**config.mk**
```make
export PLATFORM = sky130hd
export DESIGN_NAME = soc_rsp_stage
export DESIGN_NICKNAME = d
export VERILOG_FILES = /design/src/logic/soc_pkg.sv /design/src/logic/soc_rsp_stage.sv
export VERILOG_INCLUDE_DIRS = /design/src /design/src/logic
export SDC_FILE = /design/constraint.sdc
export NUM_CORES = 1
export LEC_CHECK = 0
export ABC_CLOCK_PERIOD_IN_PS = 1600
export BUFFER_PORTS_ARGS = -buffer_cell sky130_fd_sc_hd__buf_2
export CORE_AREA = 2 2 103 105
export DETAILED_ROUTE_END_ITERATION = 10
export DIE_AREA = 0 0 105 107
export GPL_TIMING_DRIVEN = 0
export PLACE_DENSITY = 0.78
export SLEW_MARGIN = 20
export SYNTH_ARGS = -nofsm -noshare
export SYNTH_HDL_FRONTEND = slang
export SYNTH_SLANG_ARGS = --single-unit
```
**constraint.sdc**
```tcl
create_clock -name clk_i -period 1.6 [get_ports clk_i]
set_input_delay 0.08 -clock clk_i [delete_from_list [all_inputs] [get_ports clk_i]]
set_output_delay 0.08 -clock clk_i [all_outputs]
set_load 0.03 [all_outputs]
```
**src/logic/soc_defines.svh**
```systemverilog
//////////////////////////////
// Widths and memory map of the system bus
// The address is 32 bits, so every window must end at or below 4 GiB
//////////////////////////////

`ifndef SOC_DEFINES_SVH
`define SOC_DEFINES_SVH

// Bus widths
`define SOC_ADDR_W     32
`define SOC_DATA_W     64
`define SOC_APB_DATA_W 32

// Backed L2 words, the DRAM window aliases onto them
`define SOC_L2_WORDS 1024

//////////////////////////////
// Memory map
//////////////////////////////

`define SOC_DRAM_BASE 32'h8000_0000
`define SOC_DRAM_LEN  32'h4000_0000
`define SOC_UART_BASE 32'hC000_0000
`define SOC_UART_LEN  32'h0000_1000
`define SOC_CTRL_BASE 32'hD000_0000
`define SOC_CTRL_LEN  32'h0000_1000

// Control register offsets
`define SOC_CTRL_EXIT      12'h000
`define SOC_CTRL_DRAM_BASE 12'h008
`define SOC_CTRL_DRAM_END  12'h010
`define SOC_CTRL_CNT_EN    12'h018

`endif

```
**src/logic/soc_pkg.sv**
```systemverilog
//////////////////////////////
// Bus types shared by every stage and target
//////////////////////////////

`default_nettype none

`include "soc_defines.svh"

package soc_pkg;

  typedef logic [`SOC_ADDR_W-1:0]             addr_t;
  typedef logic [`SOC_DATA_W-1:0]             data_t;
  typedef logic [`SOC_DATA_W/8-1:0]           strb_t;
  typedef logic [`SOC_APB_DATA_W-1:0]         apb_data_t;
  typedef logic [$clog2(`SOC_L2_WORDS)-1:0]   l2_idx_t;

  typedef enum logic [1:0] {
    IDLE,
    SETUP,
    ACCESS
  } apb_state_e;

  //////////////////////////////
  // Request and response
  //////////////////////////////

  typedef struct packed {
    logic  we;
    addr_t addr;
    data_t wdata;
    strb_t strb;
  } bus_req_t;

  typedef struct packed {
    data_t rdata;
    logic  err;
  } bus_rsp_t;

  // Byte-enable write merge used by L2 and the control registers
  function automatic data_t strb_merge(data_t old_w, data_t new_w, strb_t strb);
    data_t res;
    res = old_w;
    for (int i = 0; i < $bits(strb_t); i++) begin
      if (strb[i]) begin
        res[i*8 +: 8] = new_w[i*8 +: 8];
      end
    end
    return res;
  endfunction

endpackage

`default_nettype wire

```
**src/logic/soc_rsp_stage.sv**
```systemverilog
//////////////////////////////
// Bus response register
// At most one target result may be valid per cycle
//////////////////////////////

`timescale 1ns/1ps
`default_nettype none

module soc_rsp_stage import soc_pkg::*; (
  input  wire      clk_i,
  input  wire      rst_i,
  input  wire      l2_valid_i,
  input  wire      ctrl_valid_i,
  input  wire      uart_valid_i,
  input  wire      none_sel_i,
  input  bus_rsp_t l2_rsp_i,
  input  bus_rsp_t ctrl_rsp_i,
  input  bus_rsp_t uart_rsp_i,
  output logic     rsp_valid_o,
  output bus_rsp_t rsp_o
);

  logic     none_q;
  logic     any_valid;
  bus_rsp_t rsp_d;
  bus_rsp_t rsp_q;
  logic     rsp_valid_q;

  assign any_valid = l2_valid_i || ctrl_valid_i || uart_valid_i || none_q;

  always_comb begin
    rsp_d = '0;
    if (l2_valid_i) begin
      rsp_d = l2_rsp_i;
    end else if (ctrl_valid_i) begin
      rsp_d = ctrl_rsp_i;
    end else if (uart_valid_i) begin
      rsp_d = uart_rsp_i;
    end else if (none_q) begin
      rsp_d.err = 1'b1;
    end
  end

  // Unmapped gets one extra cycle to line up with L2 and control
  always_ff @(posedge clk_i) begin
    if (rst_i) begin
      none_q      <= 1'b0;
      rsp_valid_q <= 1'b0;
    end else begin
      none_q      <= none_sel_i;
      rsp_valid_q <= any_valid;
    end
  end

  always_ff @(posedge clk_i) begin
    if (any_valid) begin
      rsp_q <= rsp_d;
    end
  end

  assign rsp_valid_o = rsp_valid_q;
  assign rsp_o       = rsp_q;

endmodule

`default_nettype wire

```
==> qor.yml <==
yosys:
  synth_top_area_share_pct: 60.5
  yosysUniqueCellTypes: 15
  synth_top_area_cell: "edfxtp_1"
  synth_warnings: 0
  synth.yosys.seq_area_share_pct: 61.7
  synth_area_mm2: 0.00323
  avgSynthCellArea_um2: 10.9
  synth-seq-cells: 67
  syn_nets: 497
  synth_cells: 296
  ys_top_cells_by_area: "edfxtp_1 60%, a22oi_1 15%, o21ai_0 8.8%"
power_and_ir_drop:
  ir_worst_vdd_v: 0.000348
  powerDensity_mw_per_mm2: 908
  total_power_w: 0.00444
  p_leak_nw: 2.34
critical_path:
  max_stage_delay_ns: 0.80
  startpoint_type: "register"
  crit_family: "simple AND/OR/NAND/NOR gates"
  cp.arrival_ns: 1.47
  crit_required_ns: 1.55
  end_kind: "register"
  path_buf_inv: 0
  cp_cell_sequence: "or4_4"
  path_class: "reg2reg"
  cp_slowest_cell: "or4_4"
  r2r_cells: 1
  crit_cells: 1
  path_max_fanout: 66
timing:
  hold_violations: 0
  rsz0062_at_grt: "false"
  fin_skew_ns: 0.0101
  fin_tns_setup_ns: 0
  holdWs_ns: 0.0179
  fmax_mhz: 658
  setup_violations: 0
  worst_pin_slew_ns: 0.853
  slew_violations: 0
  slew_headroom_pct: 43.1
  period_share_pct: 95.0
  finalCriticalPeriod_ns: 1.52
place:
  gp_congestion: 0.857
  numPortBuffers: 265
  dp_cells: 697
  dp_hpwl_um: 8630
floorplan:
  core_area_mm2: 0.0101
  initial_utilization_pct: 32.0
  dieArea_mm2: 0.0112
  die_h_um: 107
  die_x_um: 105
  io_pins: 267
  row_count: 37
routing:
  drc: 0
  drtIter0Drc: 259
  dr.pass1.iters: 5
  routed_wl_um: 11100
  avgRoutedWirePerCell_um: 15.6
  postRouteAntennaNets: 0
  vias_per_cell: 5.01
  vias: 3580
layout:
  layout_commonest_cell: "buf_2"
  layout_common_cells: "278 x buf_2, 65 x nand2_1, 65 x edfxtp_1, 63 x a22oi_1, 57 x o21ai_0"
  num_antenna_cells: 0
  finish.net_count: 775
  drive_above_1_share_pct: 50.4
  area_delta_synth_final_pct: 51.7
  fillers: 970
  finish.utilization_pct: 48.5
  fin_cells: 715
flow_run:
  maxCapViolCount: 0
clocking:
  clk_latency_ns: 0.34
  numCtsBuffers: 9
  cts_root_buffer: "clkbuf_8"
  cts_resized: 0
  cts_tree: "yes"
  clockBufferDepth: 2
  htreeDepth: 3
  cts.sinks: 67
  worst_setup_hold_path_clk_slew_ns: 0.07
worst_hold_path:
  min_path_type: "in2reg"
  hold_depth: 3
global_routing:
  first_global_vias: 3543
  grt_max_degree: 67
  antenna_found_initial: 0
  grt_remaining_overflow: 0
  grt_pass1_wl_um: 17100
  grt_usage_pct: 19.5
run_status:
  status: "finished, final reports clean"
registers in the layout, indices dropped and copies added (netlist names):
signal,cells
rsp_valid_o,1
none_q,1
rsp_o,65
Yosys cell counts:
library cell / instances
a21oi_1: 1
mux2_2: 1
a22oi_1: 63
or4_4: 1
buf_2: 13
nand2_1: 65
buf_6: 1
dfxtp_1: 2
nor2b_1: 3
o21ai_0: 57
o21ai_1: 8
clkbuf_1: 14
and3b_1: 1
mux2i_1: 1
edfxtp_1: 65
power by group:
group          switching (W)  internal (W)  total (W)
Clock               0.000620      0.000549    0.00117
Combinational       0.000710      0.000409    0.00112
Sequential         0.0000377       0.00212    0.00216
Total                0.00137       0.00308    0.00444
area by class of cell:
class	count	area, um2	share of cell area [%]
tap	136	170	3.47
clock inverter	4	17.5	0.358
sequential	67	1990	40.7
clock buffer	12	135	2.76
buffer	28	129	2.63
multi-input combinational	201	1110	22.6
timing repair buffer	267	1350	27.5
path summary, 6_finish.rpt:
check,start,slack (ns),endpoint
hold reg to reg,none_q,0.82,rsp_o[0]
setup / recovery,none_q,0.08,rsp_o[45]
hold / removal,l2_rsp_i[57],0.02,rsp_o[57]
setup reg to reg,none_q,0.08,rsp_o[45]
metal layers:
| layer | up-vias | share of wire (%) | GRT usage (%) |
|---|---|---|---|
| met5 | - | 0 | 0 |
| met4 | 0 | 2.0 | 8.95 |
| li1 | 1686 | - | - |
| met1 | 1665 | 37 | 20.8 |
| met3 | 19 | 8.0 | 4.44 |
| met2 | 210 | 53 | 36.6 |
per-stage QoR:
stage,worst slack (ns),cell area [um2]
after CTS,0.0713,4900
after global routing,0.0213,4900
after floorplan,0.216,3230
after detailed placement,0.0337,4720
after global placement,0.0502,4720
final,0.0801,4900
repair_timing:
item                      4_1_cts  5_1_grt
hold buffers                    2        0
hold endpoints to repair        2        0
buffers inserted                0        0
kinds of logic (layout without fill, tap and decap cells):
kind of cell	count (synthesis)	count (layout)	synth area share [%]
multiplexers	2	2	0.659
buffers and inverters	28	311	3.99
AO/OA/AOI/OAI	129	129	24.9
flip-flops	67	67	61.7
AND/OR/NAND/NOR	70	70	8.76
Note: power is estimated with default switching activity, not from simulation.
