[config.mk]
export PLATFORM = sky130hd
export DESIGN_NAME = apb_bridge
export DESIGN_NICKNAME = d
export VERILOG_FILES = /design/src/logic/soc_pkg.sv /design/src/logic/apb_bridge.sv
export VERILOG_INCLUDE_DIRS = /design/src /design/src/logic
export SDC_FILE = /design/constraint.sdc
export NUM_CORES = 1
export LEC_CHECK = 0
export BUFFER_PORTS_ARGS = -buffer_cell sky130_fd_sc_hd__buf_2
export CAP_MARGIN = 0
export CORE_AREA = 2 2 108 110
export CTS_CLUSTER_SIZE = 25
export DETAILED_ROUTE_END_ITERATION = 10
export DIE_AREA = 0 0 110 112
export GPL_TIMING_DRIVEN = 0
export HOLD_SLACK_MARGIN = 0.12
export PLACE_DENSITY = 0.63
export SLEW_MARGIN = 20
export SYNTH_ARGS = -nofsm -noshare
export SYNTH_HDL_FRONTEND = slang
export SYNTH_SLANG_ARGS = --single-unit
export TNS_END_PERCENT = 10
[constraint.sdc]
create_clock -name clk_i -period 4.5 [get_ports clk_i]
set_input_delay 0.45 -clock clk_i [delete_from_list [all_inputs] [get_ports clk_i]]
set_output_delay 0.45 -clock clk_i [all_outputs]
set_load 0.02 [all_outputs]
[src/logic/soc_defines.svh]
//////////////////////////////
// Widths and memory map of the system bus
// The address is 32 bits, so every window must end at or below 4 GiB
//////////////////////////////

`ifndef SOC_DEFINES_SVH
`define SOC_DEFINES_SVH

// Bus widths
`define SOC_ADDR_W     32
`define SOC_DATA_W     64
`define SOC_APB_DATA_W 32

// Backed L2 words, the DRAM window aliases onto them
`define SOC_L2_WORDS 1024

//////////////////////////////
// Memory map
//////////////////////////////

`define SOC_DRAM_BASE 32'h8000_0000
`define SOC_DRAM_LEN  32'h4000_0000
`define SOC_UART_BASE 32'hC000_0000
`define SOC_UART_LEN  32'h0000_1000
`define SOC_CTRL_BASE 32'hD000_0000
`define SOC_CTRL_LEN  32'h0000_1000

// Control register offsets
`define SOC_CTRL_EXIT      12'h000
`define SOC_CTRL_DRAM_BASE 12'h008
`define SOC_CTRL_DRAM_END  12'h010
`define SOC_CTRL_CNT_EN    12'h018

`endif

[src/logic/soc_pkg.sv]
//////////////////////////////
// Bus types shared by every stage and target
//////////////////////////////

`default_nettype none

`include "soc_defines.svh"

package soc_pkg;

  typedef logic [`SOC_ADDR_W-1:0]             addr_t;
  typedef logic [`SOC_DATA_W-1:0]             data_t;
  typedef logic [`SOC_DATA_W/8-1:0]           strb_t;
  typedef logic [`SOC_APB_DATA_W-1:0]         apb_data_t;
  typedef logic [$clog2(`SOC_L2_WORDS)-1:0]   l2_idx_t;

  typedef enum logic [1:0] {
    IDLE,
    SETUP,
    ACCESS
  } apb_state_e;

  //////////////////////////////
  // Request and response
  //////////////////////////////

  typedef struct packed {
    logic  we;
    addr_t addr;
    data_t wdata;
    strb_t strb;
  } bus_req_t;

  typedef struct packed {
    data_t rdata;
    logic  err;
  } bus_rsp_t;

  // Byte-enable write merge used by L2 and the control registers
  function automatic data_t strb_merge(data_t old_w, data_t new_w, strb_t strb);
    data_t res;
    res = old_w;
    for (int i = 0; i < $bits(strb_t); i++) begin
      if (strb[i]) begin
        res[i*8 +: 8] = new_w[i*8 +: 8];
      end
    end
    return res;
  endfunction

endpackage

`default_nettype wire

[src/logic/apb_bridge.sv]
//////////////////////////////
// APB master for the UART window, one transfer at a time
// Only the low 32 bits go out, byte strobes are dropped
//////////////////////////////

`timescale 1ns/1ps
`default_nettype none

`include "soc_defines.svh"

module apb_bridge import soc_pkg::*; (
  input  wire       clk_i,
  input  wire       rst_i,
  input  wire       sel_i,
  input  bus_req_t  req_i,
  output logic      valid_o,
  output bus_rsp_t  rsp_o,
  output logic      done_o,
  output logic      psel_o,
  output logic      penable_o,
  output logic      pwrite_o,
  output addr_t     paddr_o,
  output apb_data_t pwdata_o,
  input  apb_data_t prdata_i,
  input  wire       pready_i,
  input  wire       pslverr_i
);

  apb_state_e state_q;
  apb_state_e state_d;
  bus_req_t   req_q;
  logic       xfer_end;

  assign xfer_end = (state_q == ACCESS) && pready_i;

  always_comb begin
    state_d = state_q;
    case (state_q)
      IDLE:    if (sel_i) state_d = SETUP;
      SETUP:   state_d = ACCESS;
      ACCESS:  if (pready_i) state_d = IDLE;
      default: state_d = IDLE;
    endcase
  end

  always_ff @(posedge clk_i) begin
    if (rst_i) begin
      state_q <= IDLE;
    end else begin
      state_q <= state_d;
    end
  end

  always_ff @(posedge clk_i) begin
    if (state_q == IDLE && sel_i) begin
      req_q <= req_i;
    end
  end

  //////////////////////////////
  // APB and bus outputs
  //////////////////////////////

  assign psel_o    = state_q != IDLE;
  assign penable_o = state_q == ACCESS;
  assign pwrite_o  = req_q.we;
  assign paddr_o   = req_q.addr - addr_t'(`SOC_UART_BASE);
  assign pwdata_o  = req_q.wdata[`SOC_APB_DATA_W-1:0];

  // Result goes straight out in the pready cycle
  assign valid_o     = xfer_end;
  assign done_o      = xfer_end;
  assign rsp_o.rdata = req_q.we ? '0 : data_t'(prdata_i);
  assign rsp_o.err   = pslverr_i;

endmodule

`default_nettype wire

==> flow_metrics.py <==
metrics = {
    "outcome": {
        "status": "finished, final reports clean",
    },
    "logic_synthesis": {
        "ys_top_cells_by_count": "96 x buf_4, 65 x edfxtp_1, 32 x nor2b_1",
        "synth_area_um2": 3004,
        "postSynthCellCount": 209,
        "ys_dominant_reg_cell": "edfxtp_1",
        "synth_area_leaders": "edfxtp_1 65%, buf_4 24%, nor2b_1 6.7%",
        "yosysWarnings": 0,
        "synth-xor-area-share": 0.002915,
        "synth_compound_area_frac": 0.002499,
        "ys_types": 16,
        "synth_top_family_by_area": "buffers and inverters",
        "synthMuxAreaShare": 0,
        "yosysMostFrequentCell": "buf_4",
        "ys_ff_latch": 67,
        "ys_seq_area_frac": 0.6631,
        "synth_top_area_share": 0.6497,
        "synth_adder_area_share": 0,
        "ys_async_sr_fraction": 0,
        "synth_edf_count": 65,
        "synth.largest_area_cell": "edfxtp_1",
        "syn_avg_cell_area_um2": 14.37,
        "synthSimpleGateAreaFrac": 0.08413,
    },
    "setup_path": {
        "cp.required_ns": 4.05,
        "path_max_fanout": 10,
        "crit_slowest_cell": "edfxtp_1",
        "rrSetupSlack_ns": 2.82,
        "cp_common_cell": "buf_2",
        "worstPathArrival_ns": 1.42,
        "startpoint": "pwrite_o",
        "ff2ff_path_depth": 3,
        "r2r_end": "pwdata_o[20]",
        "start_kind": "flip-flop",
        "slowest_delay_ns": 0.47,
        "crit_type": "reg2out",
        "cpLargestDelayFamily": "flip-flops",
        "crit_buf_inv": 2,
        "endpoint_kind": "primary output",
        "r2r_start": "state_q[1]",
        "path_cells": "buf_2, nor2b_1, buf_2",
    },
    "sta": {
        "fin_crit_ns": 1.873,
        "tightestPinTransition_ns": 0.7019,
        "grt_setup_unrepaired": "no",
        "drv_slew": 0,
        "finalClockSkew_ns": 0.005307,
        "final-hold-violation-count": 0,
        "setup_viol": 0,
        "max_freq_mhz": 533.9,
        "fin_crit_sh": 0.4163,
        "slew-limit-headroom": 0.5316,
    },
    "route": {
        "final_antenna_net_count": 0,
        "wl_um": 6817,
        "vias": 2194,
        "vias_per_cell": 3.626,
        "drc": 0,
        "wl_per_cell_um": 11.27,
        "first_pass_iters": 4,
        "drtIter0Drc": 42,
    },
    "placed_design": {
        "gp_congestion": 0.6880,
        "io_buffers": 202,
        "placed_cell_area_um2": 4385,
        "dp_hpwl_um": 5603,
    },
    "clock_tree": {
        "clock_sinks": 67,
        "cts_buffer_depth": 2,
        "clk_latency_ns": 0.32,
        "cts_buffers": 9,
        "cts_setup_buffers": 0,
        "htreeDepth": 3,
        "cts_tree": "done",
        "clkTransAtPathRegs_ns": 0.05,
        "ctsRootBufferMaster": "clkbuf_16",
        "cts_resized": 0,
        "cts-hold-fix-buffers": 0,
    },
    "global_routing": {
        "grt_pass1_vias": 2163,
        "grt_max_degree": 18,
        "track_usage": 0.1081,
        "grt-ovfl-total": 0,
        "grt_antenna_before_repair": 0,
        "grt_pass1_wl_um": 9742,
    },
    "power": {
        "sw_frac_of_total": 0.2560,
        "netSwitchingPower_uw": 429.5,
        "power.share.combinational": 0.191,
        "p_clk_frac": 0.363,
        "vdd_drop_max_mv": 0.1938,
        "seq_power_share": 0.447,
        "p_int_mw": 1.248,
        "p_leak_nw": 2.333,
        "p_per_area_nw_per_um2": 361.1,
    },
    "floorplanning": {
        "fp-row-count": 39,
        "io_pins": 276,
        "placeableCoreArea_um2": 11170,
        "dieArea_um2": 12320,
        "fp.dieW_um": 110,
        "start_util": 0.2688,
        "die_h_um": 112,
    },
    "finish": {
        "stdcell_area_um2": 4646,
        "syn2layout_area_growth_pct": 54.64,
        "nets": 599,
        "drive_gt1_frac": 0.6905,
        "antenna_cells": 0,
        "fin_util": 0.4157,
    },
    "worst_hold_path": {
        "worstHoldEndpoint": "pwdata_o[8]",
        "min_path_cells": 1,
        "worstHoldStart": "req_i[16]",
        "hp-class": "in2reg",
    },
    "job": {
        "max_cap_violations": 0,
    },
}
metal layers:
layer / global-route usage / part of all wire / up-vias
li1: - / - / 1068
met1: 0.09695 / 0.33 / 961
met2: 0.1951 / 0.51 / 156
met3: 0.04567 / 0.14 / 9
met4: 0.06582 / 0.022 / 0
met5: 0 / 0 / -
stage by stage:
stage | instances | setup slack, ns | setup TNS, ns | hold slack, ns | total power, mW
CTS | 605 | 2.543 | 0 | 0.2799 | 1.706
global placement | 585 | -0.1361 | -8.691 | 0.5942 | 1.073
detailed placement | 589 | 2.618 | 0 | 0.6281 | 1.085
floorplan | 240 | 1.048 | 0 | 0.5489 | 0.9663
global route | 605 | 2.547 | 0 | 0.2813 | 1.751
finish | 605 | 2.627 | 0 | 0.2961 | 1.677
logic make-up (layout without fill, tap and decap cells):
logic type / Yosys count / after routing
other: 1 / 32
buffers and inverters: 100 / 322
and+or+nand+nor: 39 / 39
xor gates and xnor gates: 1 / 1
AOI/OAI and AO/OA: 1 / 1
DFF: 67 / 67
cell type report:
cell class              instances  area (um^2)
plain buffers                  99        735.7
fillers                      1078         6529
clock inverters                 7        35.03
inverters                       1        3.754
flip-flops and latches         67         1992
clock buffers                   9        225.2
repair buffers                206         1080
multi-input cells              73        395.4
well taps                     143        178.9
power groups by stage:
stage / registers, mW / clock network (mW) / logic (mW)
2_1_floorplan: 0.762 / 0 / 0.204
3_3_place_gp: 0.766 / 0 / 0.307
3_5_place_dp: 0.763 / 0 / 0.323
4_1_cts: 0.750 / 0.633 / 0.324
5_1_grt: 0.753 / 0.651 / 0.346
6_report: 0.749 / 0.608 / 0.320
cells in the final DEF (no fill, tap or decap), drive strengths merged:
cell      Yosys  final
a21o          1      1
and2          1      1
and2b         1      1
buf          99    305
clkbuf        0      9
clkinv        0      5
clkinvlp      0      2
conb          1     32
dfxtp         2      2
edfxtp       65     65
inv           1      1
nor2          1      1
nor2b        33     33
nor3b         2      2
or2           1      1
xor2          1      1
how the worst max path moves through the flow:
stage,endpoint,slack [ns],cells past startpoint
2_1_floorplan,pwdata_o[0],1.05,1
3_5_place_dp,pwdata_o[20],2.62,4
3_3_place_gp,pwdata_o[14],-0.14,2
5_1_grt,rsp_o[21],2.55,3
4_1_cts,rsp_o[21],2.54,3
6_report,rsp_o[21],2.63,3
sequential cells by signal, summed over array words and instances, names as in the netlist:
signal	cells
state_q	2
pwrite_o	1
pwdata_o	32
req_q	32
(Power assumes the default switching activity.)
