### config.mk
export PLATFORM = sky130hd
export DESIGN_NAME = ctrl_regs
export DESIGN_NICKNAME = d
export VERILOG_FILES = /design/src/logic/soc_pkg.sv /design/src/logic/ctrl_regs.sv
export VERILOG_INCLUDE_DIRS = /design/src /design/src/logic
export SDC_FILE = /design/constraint.sdc
export NUM_CORES = 1
export LEC_CHECK = 0
export BUFFER_PORTS_ARGS = -buffer_cell sky130_fd_sc_hd__buf_2
export CORE_MARGIN = 3
export CORE_UTILIZATION = 25
export DETAILED_ROUTE_END_ITERATION = 7
export PLACE_DENSITY_LB_ADDON = 0.08
export SETUP_SLACK_MARGIN = 0.5
export SLEW_MARGIN = 20
export SYNTH_ARGS = -nofsm -noshare
export SYNTH_HDL_FRONTEND = slang
export SYNTH_SLANG_ARGS = --single-unit
### constraint.sdc
create_clock -name clk_i -period 2.5 [get_ports clk_i]
set_input_delay 0.125 -clock clk_i [delete_from_list [all_inputs] [get_ports clk_i]]
set_output_delay 0.125 -clock clk_i [all_outputs]
set_load 0.005 [all_outputs]
### src/logic/soc_defines.svh
//////////////////////////////
// Widths and memory map of the system bus
// The address is 32 bits, so every window must end at or below 4 GiB
//////////////////////////////

`ifndef SOC_DEFINES_SVH
`define SOC_DEFINES_SVH

// Bus widths
`define SOC_ADDR_W     32
`define SOC_DATA_W     64
`define SOC_APB_DATA_W 32

// Backed L2 words, the DRAM window aliases onto them
`define SOC_L2_WORDS 1024

//////////////////////////////
// Memory map
//////////////////////////////

`define SOC_DRAM_BASE 32'h8000_0000
`define SOC_DRAM_LEN  32'h4000_0000
`define SOC_UART_BASE 32'hC000_0000
`define SOC_UART_LEN  32'h0000_1000
`define SOC_CTRL_BASE 32'hD000_0000
`define SOC_CTRL_LEN  32'h0000_1000

// Control register offsets
`define SOC_CTRL_EXIT      12'h000
`define SOC_CTRL_DRAM_BASE 12'h008
`define SOC_CTRL_DRAM_END  12'h010
`define SOC_CTRL_CNT_EN    12'h018

`endif

### src/logic/soc_pkg.sv
//////////////////////////////
// Bus types shared by every stage and target
//////////////////////////////

`default_nettype none

`include "soc_defines.svh"

package soc_pkg;

  typedef logic [`SOC_ADDR_W-1:0]             addr_t;
  typedef logic [`SOC_DATA_W-1:0]             data_t;
  typedef logic [`SOC_DATA_W/8-1:0]           strb_t;
  typedef logic [`SOC_APB_DATA_W-1:0]         apb_data_t;
  typedef logic [$clog2(`SOC_L2_WORDS)-1:0]   l2_idx_t;

  typedef enum logic [1:0] {
    IDLE,
    SETUP,
    ACCESS
  } apb_state_e;

  //////////////////////////////
  // Request and response
  //////////////////////////////

  typedef struct packed {
    logic  we;
    addr_t addr;
    data_t wdata;
    strb_t strb;
  } bus_req_t;

  typedef struct packed {
    data_t rdata;
    logic  err;
  } bus_rsp_t;

  // Byte-enable write merge used by L2 and the control registers
  function automatic data_t strb_merge(data_t old_w, data_t new_w, strb_t strb);
    data_t res;
    res = old_w;
    for (int i = 0; i < $bits(strb_t); i++) begin
      if (strb[i]) begin
        res[i*8 +: 8] = new_w[i*8 +: 8];
      end
    end
    return res;
  endfunction

endpackage

`default_nettype wire

### src/logic/ctrl_regs.sv
//////////////////////////////
// Control registers at 64-bit aligned offsets
// Misaligned or unknown offsets answer with an error
//////////////////////////////

`timescale 1ns/1ps
`default_nettype none

`include "soc_defines.svh"

module ctrl_regs import soc_pkg::*; (
  input  wire      clk_i,
  input  wire      rst_i,
  input  wire      sel_i,
  input  bus_req_t req_i,
  output logic     valid_o,
  output bus_rsp_t rsp_o,
  output data_t    exit_o,
  output data_t    hw_cnt_en_o
);

  localparam int unsigned off_w = $clog2(`SOC_CTRL_LEN);

  localparam data_t dram_base = data_t'(`SOC_DRAM_BASE);
  localparam data_t dram_end  = data_t'(`SOC_DRAM_BASE) + data_t'(`SOC_DRAM_LEN);

  logic [off_w-1:0] off;
  data_t            exit_q;
  data_t            cnt_en_q;
  data_t            rd_data;
  logic             bad_off;
  logic             valid_q;
  bus_rsp_t         rsp_q;

  assign off = req_i.addr[off_w-1:0];

  always_comb begin
    rd_data = '0;
    bad_off = 1'b0;
    case (off)
      `SOC_CTRL_EXIT:      rd_data = exit_q;
      `SOC_CTRL_DRAM_BASE: rd_data = dram_base;
      `SOC_CTRL_DRAM_END:  rd_data = dram_end;
      `SOC_CTRL_CNT_EN:    rd_data = cnt_en_q;
      default:             bad_off = 1'b1;
    endcase
  end

  //////////////////////////////
  // Writable registers
  //////////////////////////////

  // DRAM range writes fall through silently
  always_ff @(posedge clk_i) begin
    if (rst_i) begin
      exit_q   <= '0;
      cnt_en_q <= '0;
    end else if (sel_i && req_i.we) begin
      if (off == `SOC_CTRL_EXIT) begin
        exit_q <= strb_merge(exit_q, req_i.wdata, req_i.strb);
      end
      if (off == `SOC_CTRL_CNT_EN) begin
        cnt_en_q <= strb_merge(cnt_en_q, req_i.wdata, req_i.strb);
      end
    end
  end

  always_ff @(posedge clk_i) begin
    if (sel_i) begin
      rsp_q.rdata <= req_i.we ? '0 : rd_data;
      rsp_q.err   <= bad_off;
    end
  end

  always_ff @(posedge clk_i) begin
    if (rst_i) begin
      valid_q <= 1'b0;
    end else begin
      valid_q <= sel_i;
    end
  end

  assign valid_o     = valid_q;
  assign rsp_o       = rsp_q;
  assign exit_o      = exit_q;
  assign hw_cnt_en_o = cnt_en_q;

endmodule

`default_nettype wire

==> flow_summary.json, run 1 <==
{
  "p_per_area_nw_per_um2": 561.2,
  "syn_avg_cell_area_um2": 11.34,
  "cp_slowest_stage_delay_ps": 860,
  "hold_viol_final": 0,
  "initial_core_util_pct": 25.56,
  "grt_first_pass_wirelength_mm": 42.55,
  "mappedNetlistNets": 849,
  "cts_tree": "done",
  "yosysSeqAreaShare_pct": 53.97,
  "p_total_mw": 6.541,
  "ctsHoldBuffers": 67,
  "clkTransAtPathRegs_ps": 70,
  "drt_wl_total_mm": 27.95,
  "hold_class": "in -> reg",
  "numPortBuffers": 281,
  "drtIter0Drc": 258,
  "wl_met1_mm": 12.58,
  "yosys_warnings": 0,
  "place_ws_ps": 281.8,
  "min_from": "req_i[79]",
  "slowest_stage": "or4_1",
  "cts-resized-gates": 0,
  "max_freq_ghz": 0.5703,
  "synth_area_um2": 8402,
  "clock-sinks": 194,
  "met2_length_mm": 13.15,
  "fin_skew_ps": 7.831,
  "pin_count": 302,
  "core_area_um2": 32870,
  "gr-usage-all-layers_pct": 15.48,
  "syn_inst": 741,
  "critPathBufInv": 1,
  "setup_tns_ps": 0,
  "die_w_um": 189.3,
  "synthDistinctLibCells": 30,
  "vias": 6721,
  "r2r-end": "rsp_o[33]$_SDFFCE_PP0P_",
  "clk_path_buf_depth": 2,
  "root_buffer": "clkbuf_16",
  "highest_layer": "met5",
  "final_design_area_no_fill_um2": 11650,
  "peakVddDrop_mv": 0.4448,
  "cp-end-kind": "flip-flop",
  "viasPerCell": 4.359,
  "grt_pass1_vias": 7004,
  "rows": 66,
  "ys_seq_elements": 194,
  "max-slew-margin-rel_pct": 45.85,
  "rsz0062_at_grt": "no",
  "globalRouteOverflowTotal": 0,
  "fin_crit_ps": 1754,
  "reg2reg_slack_ps": 1630,
  "syn2layout_area_growth_pct": 38.72,
  "drive_above_1_share_pct": 32.60,
  "crit_type": "in -> reg",
  "fin_nets": 1193,
  "wl_per_cell_um": 18.12,
  "dp_hpwl_mm": 18.69,
  "crit_chain": "buf_2 > or4_1 > or4_1 > mux2i_1",
  "period_share_pct": 70.14,
  "drc": 0,
  "cts_setup_buffers": 0,
  "die_h_um": 189.3,
  "slew_violations": 0,
  "gp_congestion": 0.7024,
  "tightest_slew_ps": 812.2,
  "drt_pass1_iterations": 4,
  "insertion_delay_ps": 440,
  "path_max_fanout": 8,
  "wl_met3_mm": 1.815,
  "cts_made_buffers": 17,
  "critPathTopFamily": "simple AND/OR/NAND/NOR gates",
  "required_ps": 2810,
  "cp.arrival_ps": 2060,
  "crit_top_cell": "or4_1",
  "min_to": "rsp_o[0]$_DFFE_PP_",
  "htreeDepth": 4,
  "outcome": "finished clean",
  "cap_violations": 0,
  "setup_ws_ps": 746.4,
  "cp-start-kind": "input port",
  "ant_nets": 0,
  "reg2reg_depth": 2,
  "post_dp_cell_area_um2": 10400,
  "dieArea_um2": 35840,
  "antenna_found_initial": 3,
  "setup-violations-final": 0,
  "grt_max_degree": 194,
  "cellLeakagePower_nw": 5.025,
  "r2r_start": "hw_cnt_en_o[32]$_SDFFE_PP0P_",
  "hold_depth": 4
}
==> synthesized netlist by cell type <==
cell,number,area share [%]
buf_6,3,0.40
nor2_1,64,2.9
nor4_2,2,0.30
a22oi_1,62,5.5
mux2i_1,128,15
or4bb_1,1,0.13
nor4bb_1,1,0.12
buf_1,1,0.045
buf_4,1,0.089
clkbuf_1,46,2.1
nor3b_1,5,0.45
buf_2,1,0.060
inv_1,2,0.089
nand4b_1,1,0.10
or4_1,3,0.27
a21oi_1,1,0.060
dfxtp_1,129,31
nand3_1,9,0.54
nand2b_1,192,14
nor3_1,1,0.060
o21ai_0,1,0.060
nor2b_1,1,0.075
and2_1,1,0.075
nor4_4,8,2.0
edfxtp_1,65,23
or4_4,2,0.27
nand4_1,5,0.37
or3b_2,3,0.31
a211oi_1,1,0.089
nand2_1,1,0.045
==> metal layers <==
layer | up-vias | GRT usage, %
met2 | 179 | 25.31
met1 | 3233 | 19.35
li1 | 3284 | -
met5 | - | 0
met4 | 2 | 4.691
met3 | 23 | 5.295
==> worst max-delay path by stage <==
stage / start / endpoint / slack (ps) / depth (start not counted)
6_report: req_i[78] / hw_cnt_en_o[60]$_SDFFE_PP0P_ / 750 / 4
3_3_place_gp: req_i[78] / hw_cnt_en_o[57]$_SDFFE_PP0P_ / 310 / 4
2_1_floorplan: req_i[78] / hw_cnt_en_o[40]$_SDFFE_PP0P_ / 730 / 5
5_1_grt: req_i[78] / hw_cnt_en_o[56]$_SDFFE_PP0P_ / 720 / 4
3_5_place_dp: req_i[78] / hw_cnt_en_o[59]$_SDFFE_PP0P_ / 280 / 4
4_1_cts: req_i[78] / hw_cnt_en_o[59]$_SDFFE_PP0P_ / 780 / 4
==> cell usage in the layout, fill, tap and decap left out, types with 2 or more instances in the layout <==
master,n
bufinv_16,2
buf_2,279
a22oi_1,62
mux2i_1,128
clkinv_4,2
clkbuf_16,17
or4_1,3
diode_2,2
nand4_1,5
edfxtp_1,65
buf_12,2
or3b_2,3
nor3b_1,5
nand2b_1,192
dlygate4sd3_1,67
nand3_1,9
inv_6,4
clkinvlp_4,5
inv_1,2
buf_4,29
dfxtp_1,129
or4_4,2
nor4_4,8
nor2_1,63
nor4_2,2
==> cell type report <==
cell class                      count  area [um2]
Sequential cell                   194        4534
Clock buffer                       18       429.2
Antenna cell                        2       5.005
Inverter                            2       7.507
Clock inverter                     14       155.1
Tap cell                          442       553.0
Timing Repair Buffer              377        2325
Fill cell                        3429       21210
Multi-Input combinational cell    493        3646
==> flip-flops by register name (all words and copies together), names as in the netlist <==
register     count
exit_o          64
valid_o          1
rsp_o           65
hw_cnt_en_o     64
==> worst min-delay path: stages <==
cell and delay, ps:
buf_2 90, nor4_2 40, buf_4 150, nand3_1 80
==> cells by family after synthesis <==
| group | count (synthesis) | share of synthesized area, % |
|---|---|---|
| buffers and inverters | 54 | 2.740 |
| DFF | 194 | 53.97 |
| and+or+nand+nor | 300 | 22.29 |
| AOI/OAI and AO/OA | 65 | 5.748 |
| muxes | 128 | 15.25 |
==> report_power, final <==
group / leakage (nW) / internal (mW) / total [mW] / switching [mW]
Combinational: 3.05 / 0.229 / 0.466 / 0.238
Clock: 0.270 / 1.49 / 2.78 / 1.29
Sequential: 1.71 / 3.28 / 3.29 / 0.00909
Total: 5.02 / 5.00 / 6.54 / 1.54
==> per-stage QoR <==
stage,cells,hold slack (ps),utilization (%)
finish,1542,164.3,35.46
global route,1542,161.0,35.46
CTS,1540,127.9,35.45
detailed placement,1441,425.1,31.63
global placement,1441,416.9,31.63
floorplan,741,237.5,-
No activity file was read; power rests on OpenSTA's default activity.
==> run 2, diff against run 1 <==
- ABC_AREA: unset -> 1
- clock period: 2.5 -> 1.55 ns (I/O delays scaled with it)
==> flow_summary.json, run 2 <==
{
  "peakVddDrop_mv": 0.7386,
  "whs_ps": 128.0,
  "synth_area_leader_cell": "dfxtp_1",
  "drc": 0,
  "wl_met1_mm": 15.69,
  "clk_path_buf_depth": 2,
  "cp.arrival_ps": 1010,
  "p_int_mw": 8.032,
  "hold_class": "in -> reg",
  "synth_area_um2": 9774,
  "synth-edff-count": 65,
  "rows": 71,
  "drtIter0Drc": 339,
  "gp_congestion": 0.7152,
  "setup_ws_ps": 459.8,
  "pwr-share-comb_pct": 6.9,
  "synth_commonest_cells": "330 x nand2_1, 280 x inv_1, 140 x nor2_1, 129 x dfxtp_1, 68 x nand3_1",
  "synthDistinctLibCells": 23,
  "synth_ff_type": "dfxtp_1",
  "period_share_pct": 70.34,
  "root_buffer": "clkbuf_16",
  "fin_skew_ps": 7.811,
  "viasPerCell": 3.959,
  "outcome": "finished clean",
  "switchingPower_mw": 2.498,
  "hold_viol_final": 0,
  "synth_top_area_share_pct": 26.42,
  "syn_avg_cell_area_um2": 7.595,
  "ys_async_sr_fraction_pct": 0,
  "cts_tree": "done",
  "cp_slowest_stage_delay_ps": 420,
  "grt_pass1_vias": 8533,
  "cp-start-kind": "flip-flop",
  "clock-sinks": 194,
  "cp-end-kind": "primary output",
  "max_freq_ghz": 0.9172,
  "fin_crit_ps": 1090,
  "final_cell_mix": "301 x nand2_1, 275 x inv_1, 270 x buf_2",
  "fin_nets": 1801,
  "setup-violations-final": 0,
  "drive_above_1_share_pct": 45.55,
  "dieArea_um2": 41510,
  "clkTransAtPathRegs_ps": 70,
  "yosys_warnings": 0,
  "grt_max_degree": 67,
  "synthTopCellsByArea": "dfxtp_1 26%, edfxtp_1 20%, nand2_1 13%, inv_1 11%, a21oi_2 5.4%",
  "required_ps": 1470,
  "reg2reg_slack_ps": 650,
  "slew_violations": 0,
  "cellLeakagePower_nw": 7.181,
  "final_common_cell": "nand2_1",
  "cap_violations": 0,
  "place_ws_ps": -21.45,
  "n_antenna_cell": 0,
  "ys_seq_elements": 194,
  "htreeDepth": 4,
  "p_per_area_nw_per_um2": 735.5,
  "n_fill_cell": 4019,
  "final_design_area_no_fill_um2": 14320,
  "insertion_delay_ps": 450,
  "ant_nets": 0,
  "post-place-cells": 2070,
  "syn2layout_area_growth_pct": 46.47,
  "met2_length_mm": 15.94,
  "drt_pass1_iterations": 4,
  "crit_type": "reg -> out",
  "cts_made_buffers": 17,
  "tightest_slew_ps": 457.6,
  "gr-usage-all-layers_pct": 15.56,
  "die_h_um": 203.7,
  "antenna_found_initial": 0,
  "swShare_pct": 23.72,
  "max-slew-margin-rel_pct": 69.49,
  "syn_inst": 1287,
  "power_frac_seq_pct": 50.3,
  "globalRouteOverflowTotal": 0,
  "path_max_fanout": 1,
  "crit_chain": "buf_2",
  "highest_layer": "met4",
  "dp_hpwl_mm": 21.99,
  "largest_reg_flops": 65,
  "pin_count": 302,
  "die_w_um": 203.7,
  "setup_tns_ps": 0,
  "wl_per_cell_um": 15.20,
  "core_area_um2": 38110,
  "drt_wl_total_mm": 33.70,
  "numPortBuffers": 281,
  "critPathBufInv": 1,
  "post_dp_cell_area_um2": 12090,
  "grt_first_pass_wirelength_mm": 49.70,
  "rsz0062_at_grt": "yes",
  "synth.most_common_cell": "nand2_1",
  "mappedNetlistNets": 1395,
  "critPathTopFamily": "flip-flops",
  "initial_core_util_pct": 25.65,
  "yosysSeqAreaShare_pct": 46.39,
  "final_cells": 2217,
  "wl_met3_mm": 1.595,
  "vias": 8778,
  "slowest_stage": "edfxtp_1",
  "p_clk_share_pct": 42.8
}
run 2: metal layers:
metal	global-route usage [%]	up-vias
li1	-	4600
met4	4.376	0
met1	19.93	3971
met3	3.559	22
met5	0	-
met2	26.35	185
run 2: logic make-up (layout without fill, tap and decap cells):
family / after synthesis / count (layout) / share of synthesized area [%]
buffers and inverters: 339 / 755 / 14.66
AOI/OAI and AO/OA: 63 / 63 / 5.530
DFF: 194 / 194 / 46.39
and+or+nand+nor: 691 / 694 / 33.42
run 2: path summary, 6_finish.rpt:
kind	startpoint	to	cells past startpoint
worst min-delay path	req_i[77]	rsp_o[0]$_DFFE_PP_	5
worst max-delay path	rsp_o[33]$_SDFFCE_PP0P_	rsp_o[33]	1
worst min register to register	hw_cnt_en_o[48]$_SDFFE_PP0P_	hw_cnt_en_o[48]$_SDFFE_PP0P_	4
worst max register to register	hw_cnt_en_o[32]$_SDFFE_PP0P_	rsp_o[33]$_SDFFCE_PP0P_	3
run 2: repair_timing:
| item | in CTS | in global routing |
|---|---|---|
| cloned | 3 | 7 |
| pin swaps | 5 | 24 |
| endpoints found under the hold margin | 129 | 0 |
| setup endpoints to repair | 190 | 234 |
| hold buffers | 70 | 0 |
| resized for setup | 109 | 100 |
| setup buffers | 16 | 19 |
run 2: power groups by stage:
stage | clock, mW | combinational, mW | sequential, mW
after CTS | 4.71 | 0.717 | 5.31
final | 4.51 | 0.724 | 5.29
after floorplan | 0 | 0.200 | 5.44
after global routing | 4.86 | 0.795 | 5.30
after detailed placement | 0 | 0.570 | 5.43
after global placement | 0 | 0.574 | 5.43
run 2: area by class of cell:
cell class	instances	area, um2	area share, %
Multi-Input combinational cell	757	4026	28.12
Inverter	290	1124	7.848
Tap cell	511	639.4	4.466
Sequential cell	194	4711	32.91
Clock buffer	24	501.7	3.505
Clock inverter	8	76.32	0.5331
Timing Repair Buffer	433	3238	22.62
run 2: through the flow:
stage          util, %  power [mW]
4_1_cts          36.09       10.73
3_3_place_gp     31.73       6.004
6_report         37.57       10.53
2_1_floorplan        -       5.640
3_5_place_dp     31.73       6.000
5_1_grt          37.57       10.95
==> run 3, diff against run 2 <==
- ABC_AREA: 1 -> 0
- clock period: 1.55 -> 1.1 ns (I/O delays scaled with it)
==> flow_summary.json, run 3 (same netlist as run 1, synthesis figures left out) <==
{
  "dp_hpwl_mm": 19.71,
  "drtIter0Drc": 255,
  "htreeDepth": 4,
  "ant_nets": 0,
  "slowest_stage": "or4_4",
  "gr-usage-all-layers_pct": 18.17,
  "period_share_pct": 116.5,
  "tightest_slew_ps": 357.0,
  "fin_nets": 1382,
  "hold_class": "in -> reg",
  "setup_tns_ps": -12970,
  "vias": 7594,
  "critPathBufInv": 2,
  "max_freq_ghz": 0.7801,
  "cts_tree": "done",
  "cp-start-kind": "input port",
  "cp-end-kind": "flip-flop",
  "antenna_found_initial": 5,
  "drc": 0,
  "largest_reg_flops": 65,
  "pin_count": 302,
  "fin_crit_ps": 1282,
  "required_ps": 1420,
  "p_per_area_nw_per_um2": 1008,
  "critPathTopFamily": "simple AND/OR/NAND/NOR gates",
  "gp_congestion": 0.7372,
  "setup_ws_ps": -181.9,
  "highest_layer": "met5",
  "cp.arrival_ps": 1610,
  "grt_pass1_vias": 8130,
  "initial_core_util_pct": 25.56,
  "rsz0062_at_grt": "yes",
  "final_common_cell": "buf_2",
  "peakVddDrop_mv": 0.9559,
  "path_max_fanout": 8,
  "fin_skew_ps": 11.91,
  "drt_pass1_iterations": 4,
  "die_h_um": 189.3,
  "hold_viol_final": 0,
  "clock-sinks": 194,
  "clk_path_buf_depth": 2,
  "globalRouteOverflowTotal": 0,
  "violations": "negative setup slack",
  "cts_made_buffers": 17,
  "syn2layout_area_growth_pct": 82.10,
  "met2_length_mm": 15.79,
  "numPortBuffers": 281,
  "die_w_um": 189.3,
  "cp_slowest_stage_delay_ps": 600,
  "wl_per_cell_um": 18.79,
  "max-slew-margin-rel_pct": 76.20,
  "outcome": "finished with violations",
  "final_cells": 1732,
  "clkTransAtPathRegs_ps": 70,
  "crit_type": "in -> reg",
  "cap_violations": 0,
  "core_area_um2": 32870,
  "wl_met3_mm": 1.730,
  "crit_chain": "buf_6 > or4bb_1 > buf_6 > or4_4 > mux2i_1",
  "dieArea_um2": 35840,
  "crit_top_cell": "buf_6",
  "slew_violations": 0,
  "drt_wl_total_mm": 32.55,
  "wl_met1_mm": 14.61,
  "drive_above_1_share_pct": 63.17,
  "insertion_delay_ps": 450,
  "final_cell_mix": "196 x buf_2, 192 x nand2b_1, 141 x buf_4",
  "rows": 66,
  "cellLeakagePower_nw": 6.469,
  "setup-violations-final": 122,
  "post-place-cells": 1471,
  "viasPerCell": 4.385,
  "root_buffer": "clkbuf_16",
  "grt_max_degree": 60,
  "grt_first_pass_wirelength_mm": 49.37
}
run 3: timing repair:
| item | CTS | global route |
|---|---|---|
| buffers inserted | 141 | 13 |
| gates resized for setup | 320 | 101 |
| hold buffers | 64 | 0 |
| pin swaps | 71 | 26 |
| setup endpoints to repair | 423 | 387 |
| endpoints found under the hold margin | 128 | 0 |
| gates cloned | 8 | 0 |
run 3: final timing paths:
kind	startpoint	end	slack, ps	depth (start not counted)
max	req_i[74]	hw_cnt_en_o[52]$_SDFFE_PP0P_	-180	5
min	rst_i	hw_cnt_en_o[11]$_SDFFE_PP0P_	70	3
max reg2reg	hw_cnt_en_o[32]$_SDFFE_PP0P_	rsp_o[33]$_SDFFCE_PP0P_	130	3
min reg2reg	hw_cnt_en_o[30]$_SDFFE_PP0P_	hw_cnt_en_o[30]$_SDFFE_PP0P_	490	2
run 3: worst min-delay path: cells and delay by family:
family	cells	cell delay (ps)
buffers and inverters	1	230
multiplexers	1	50
AND/OR/NAND/NOR	1	130
run 3: layout make-up:
class | count | area [um2]
Fill cell | 3165 | 17570
Timing Repair Buffer | 566 | 4943
Sequential cell | 194 | 4707
Multi-Input combinational cell | 493 | 4483
Tap cell | 442 | 553.0
Clock buffer | 18 | 429.2
Clock inverter | 14 | 168.9
Inverter | 2 | 7.507
Antenna cell | 3 | 7.507
run 3: metal layers:
metal | up-vias | track usage [%]
li1 | 3678 | -
met5 | - | 0
met4 | 4 | 4.663
met1 | 3690 | 23.42
met2 | 193 | 30.33
met3 | 29 | 4.795
run 3: where the power goes:
group / switching, mW / total [mW] / internal (mW)
sequential: 0.0251 / 7.47 / 7.45
combinational: 0.643 / 1.38 / 0.737
clock: 3.13 / 6.57 / 3.44
total: 3.80 / 15.4 / 11.6
run 3: through the flow:
stage	setup slack, ps	total power [mW]	instance area, um2	utilization (%)	hold WS, ps
2_1_floorplan	-545.1	8.198	9051	-	167.5
3_3_place_gp	-732.4	8.722	11190	34.05	344.7
3_5_place_dp	-768.9	8.712	11190	34.05	346.7
4_1_cts	-164.5	15.63	14720	44.79	54.19
5_1_grt	-215.4	16.03	15300	46.55	84.27
6_report	-181.9	15.42	15300	46.55	73.06
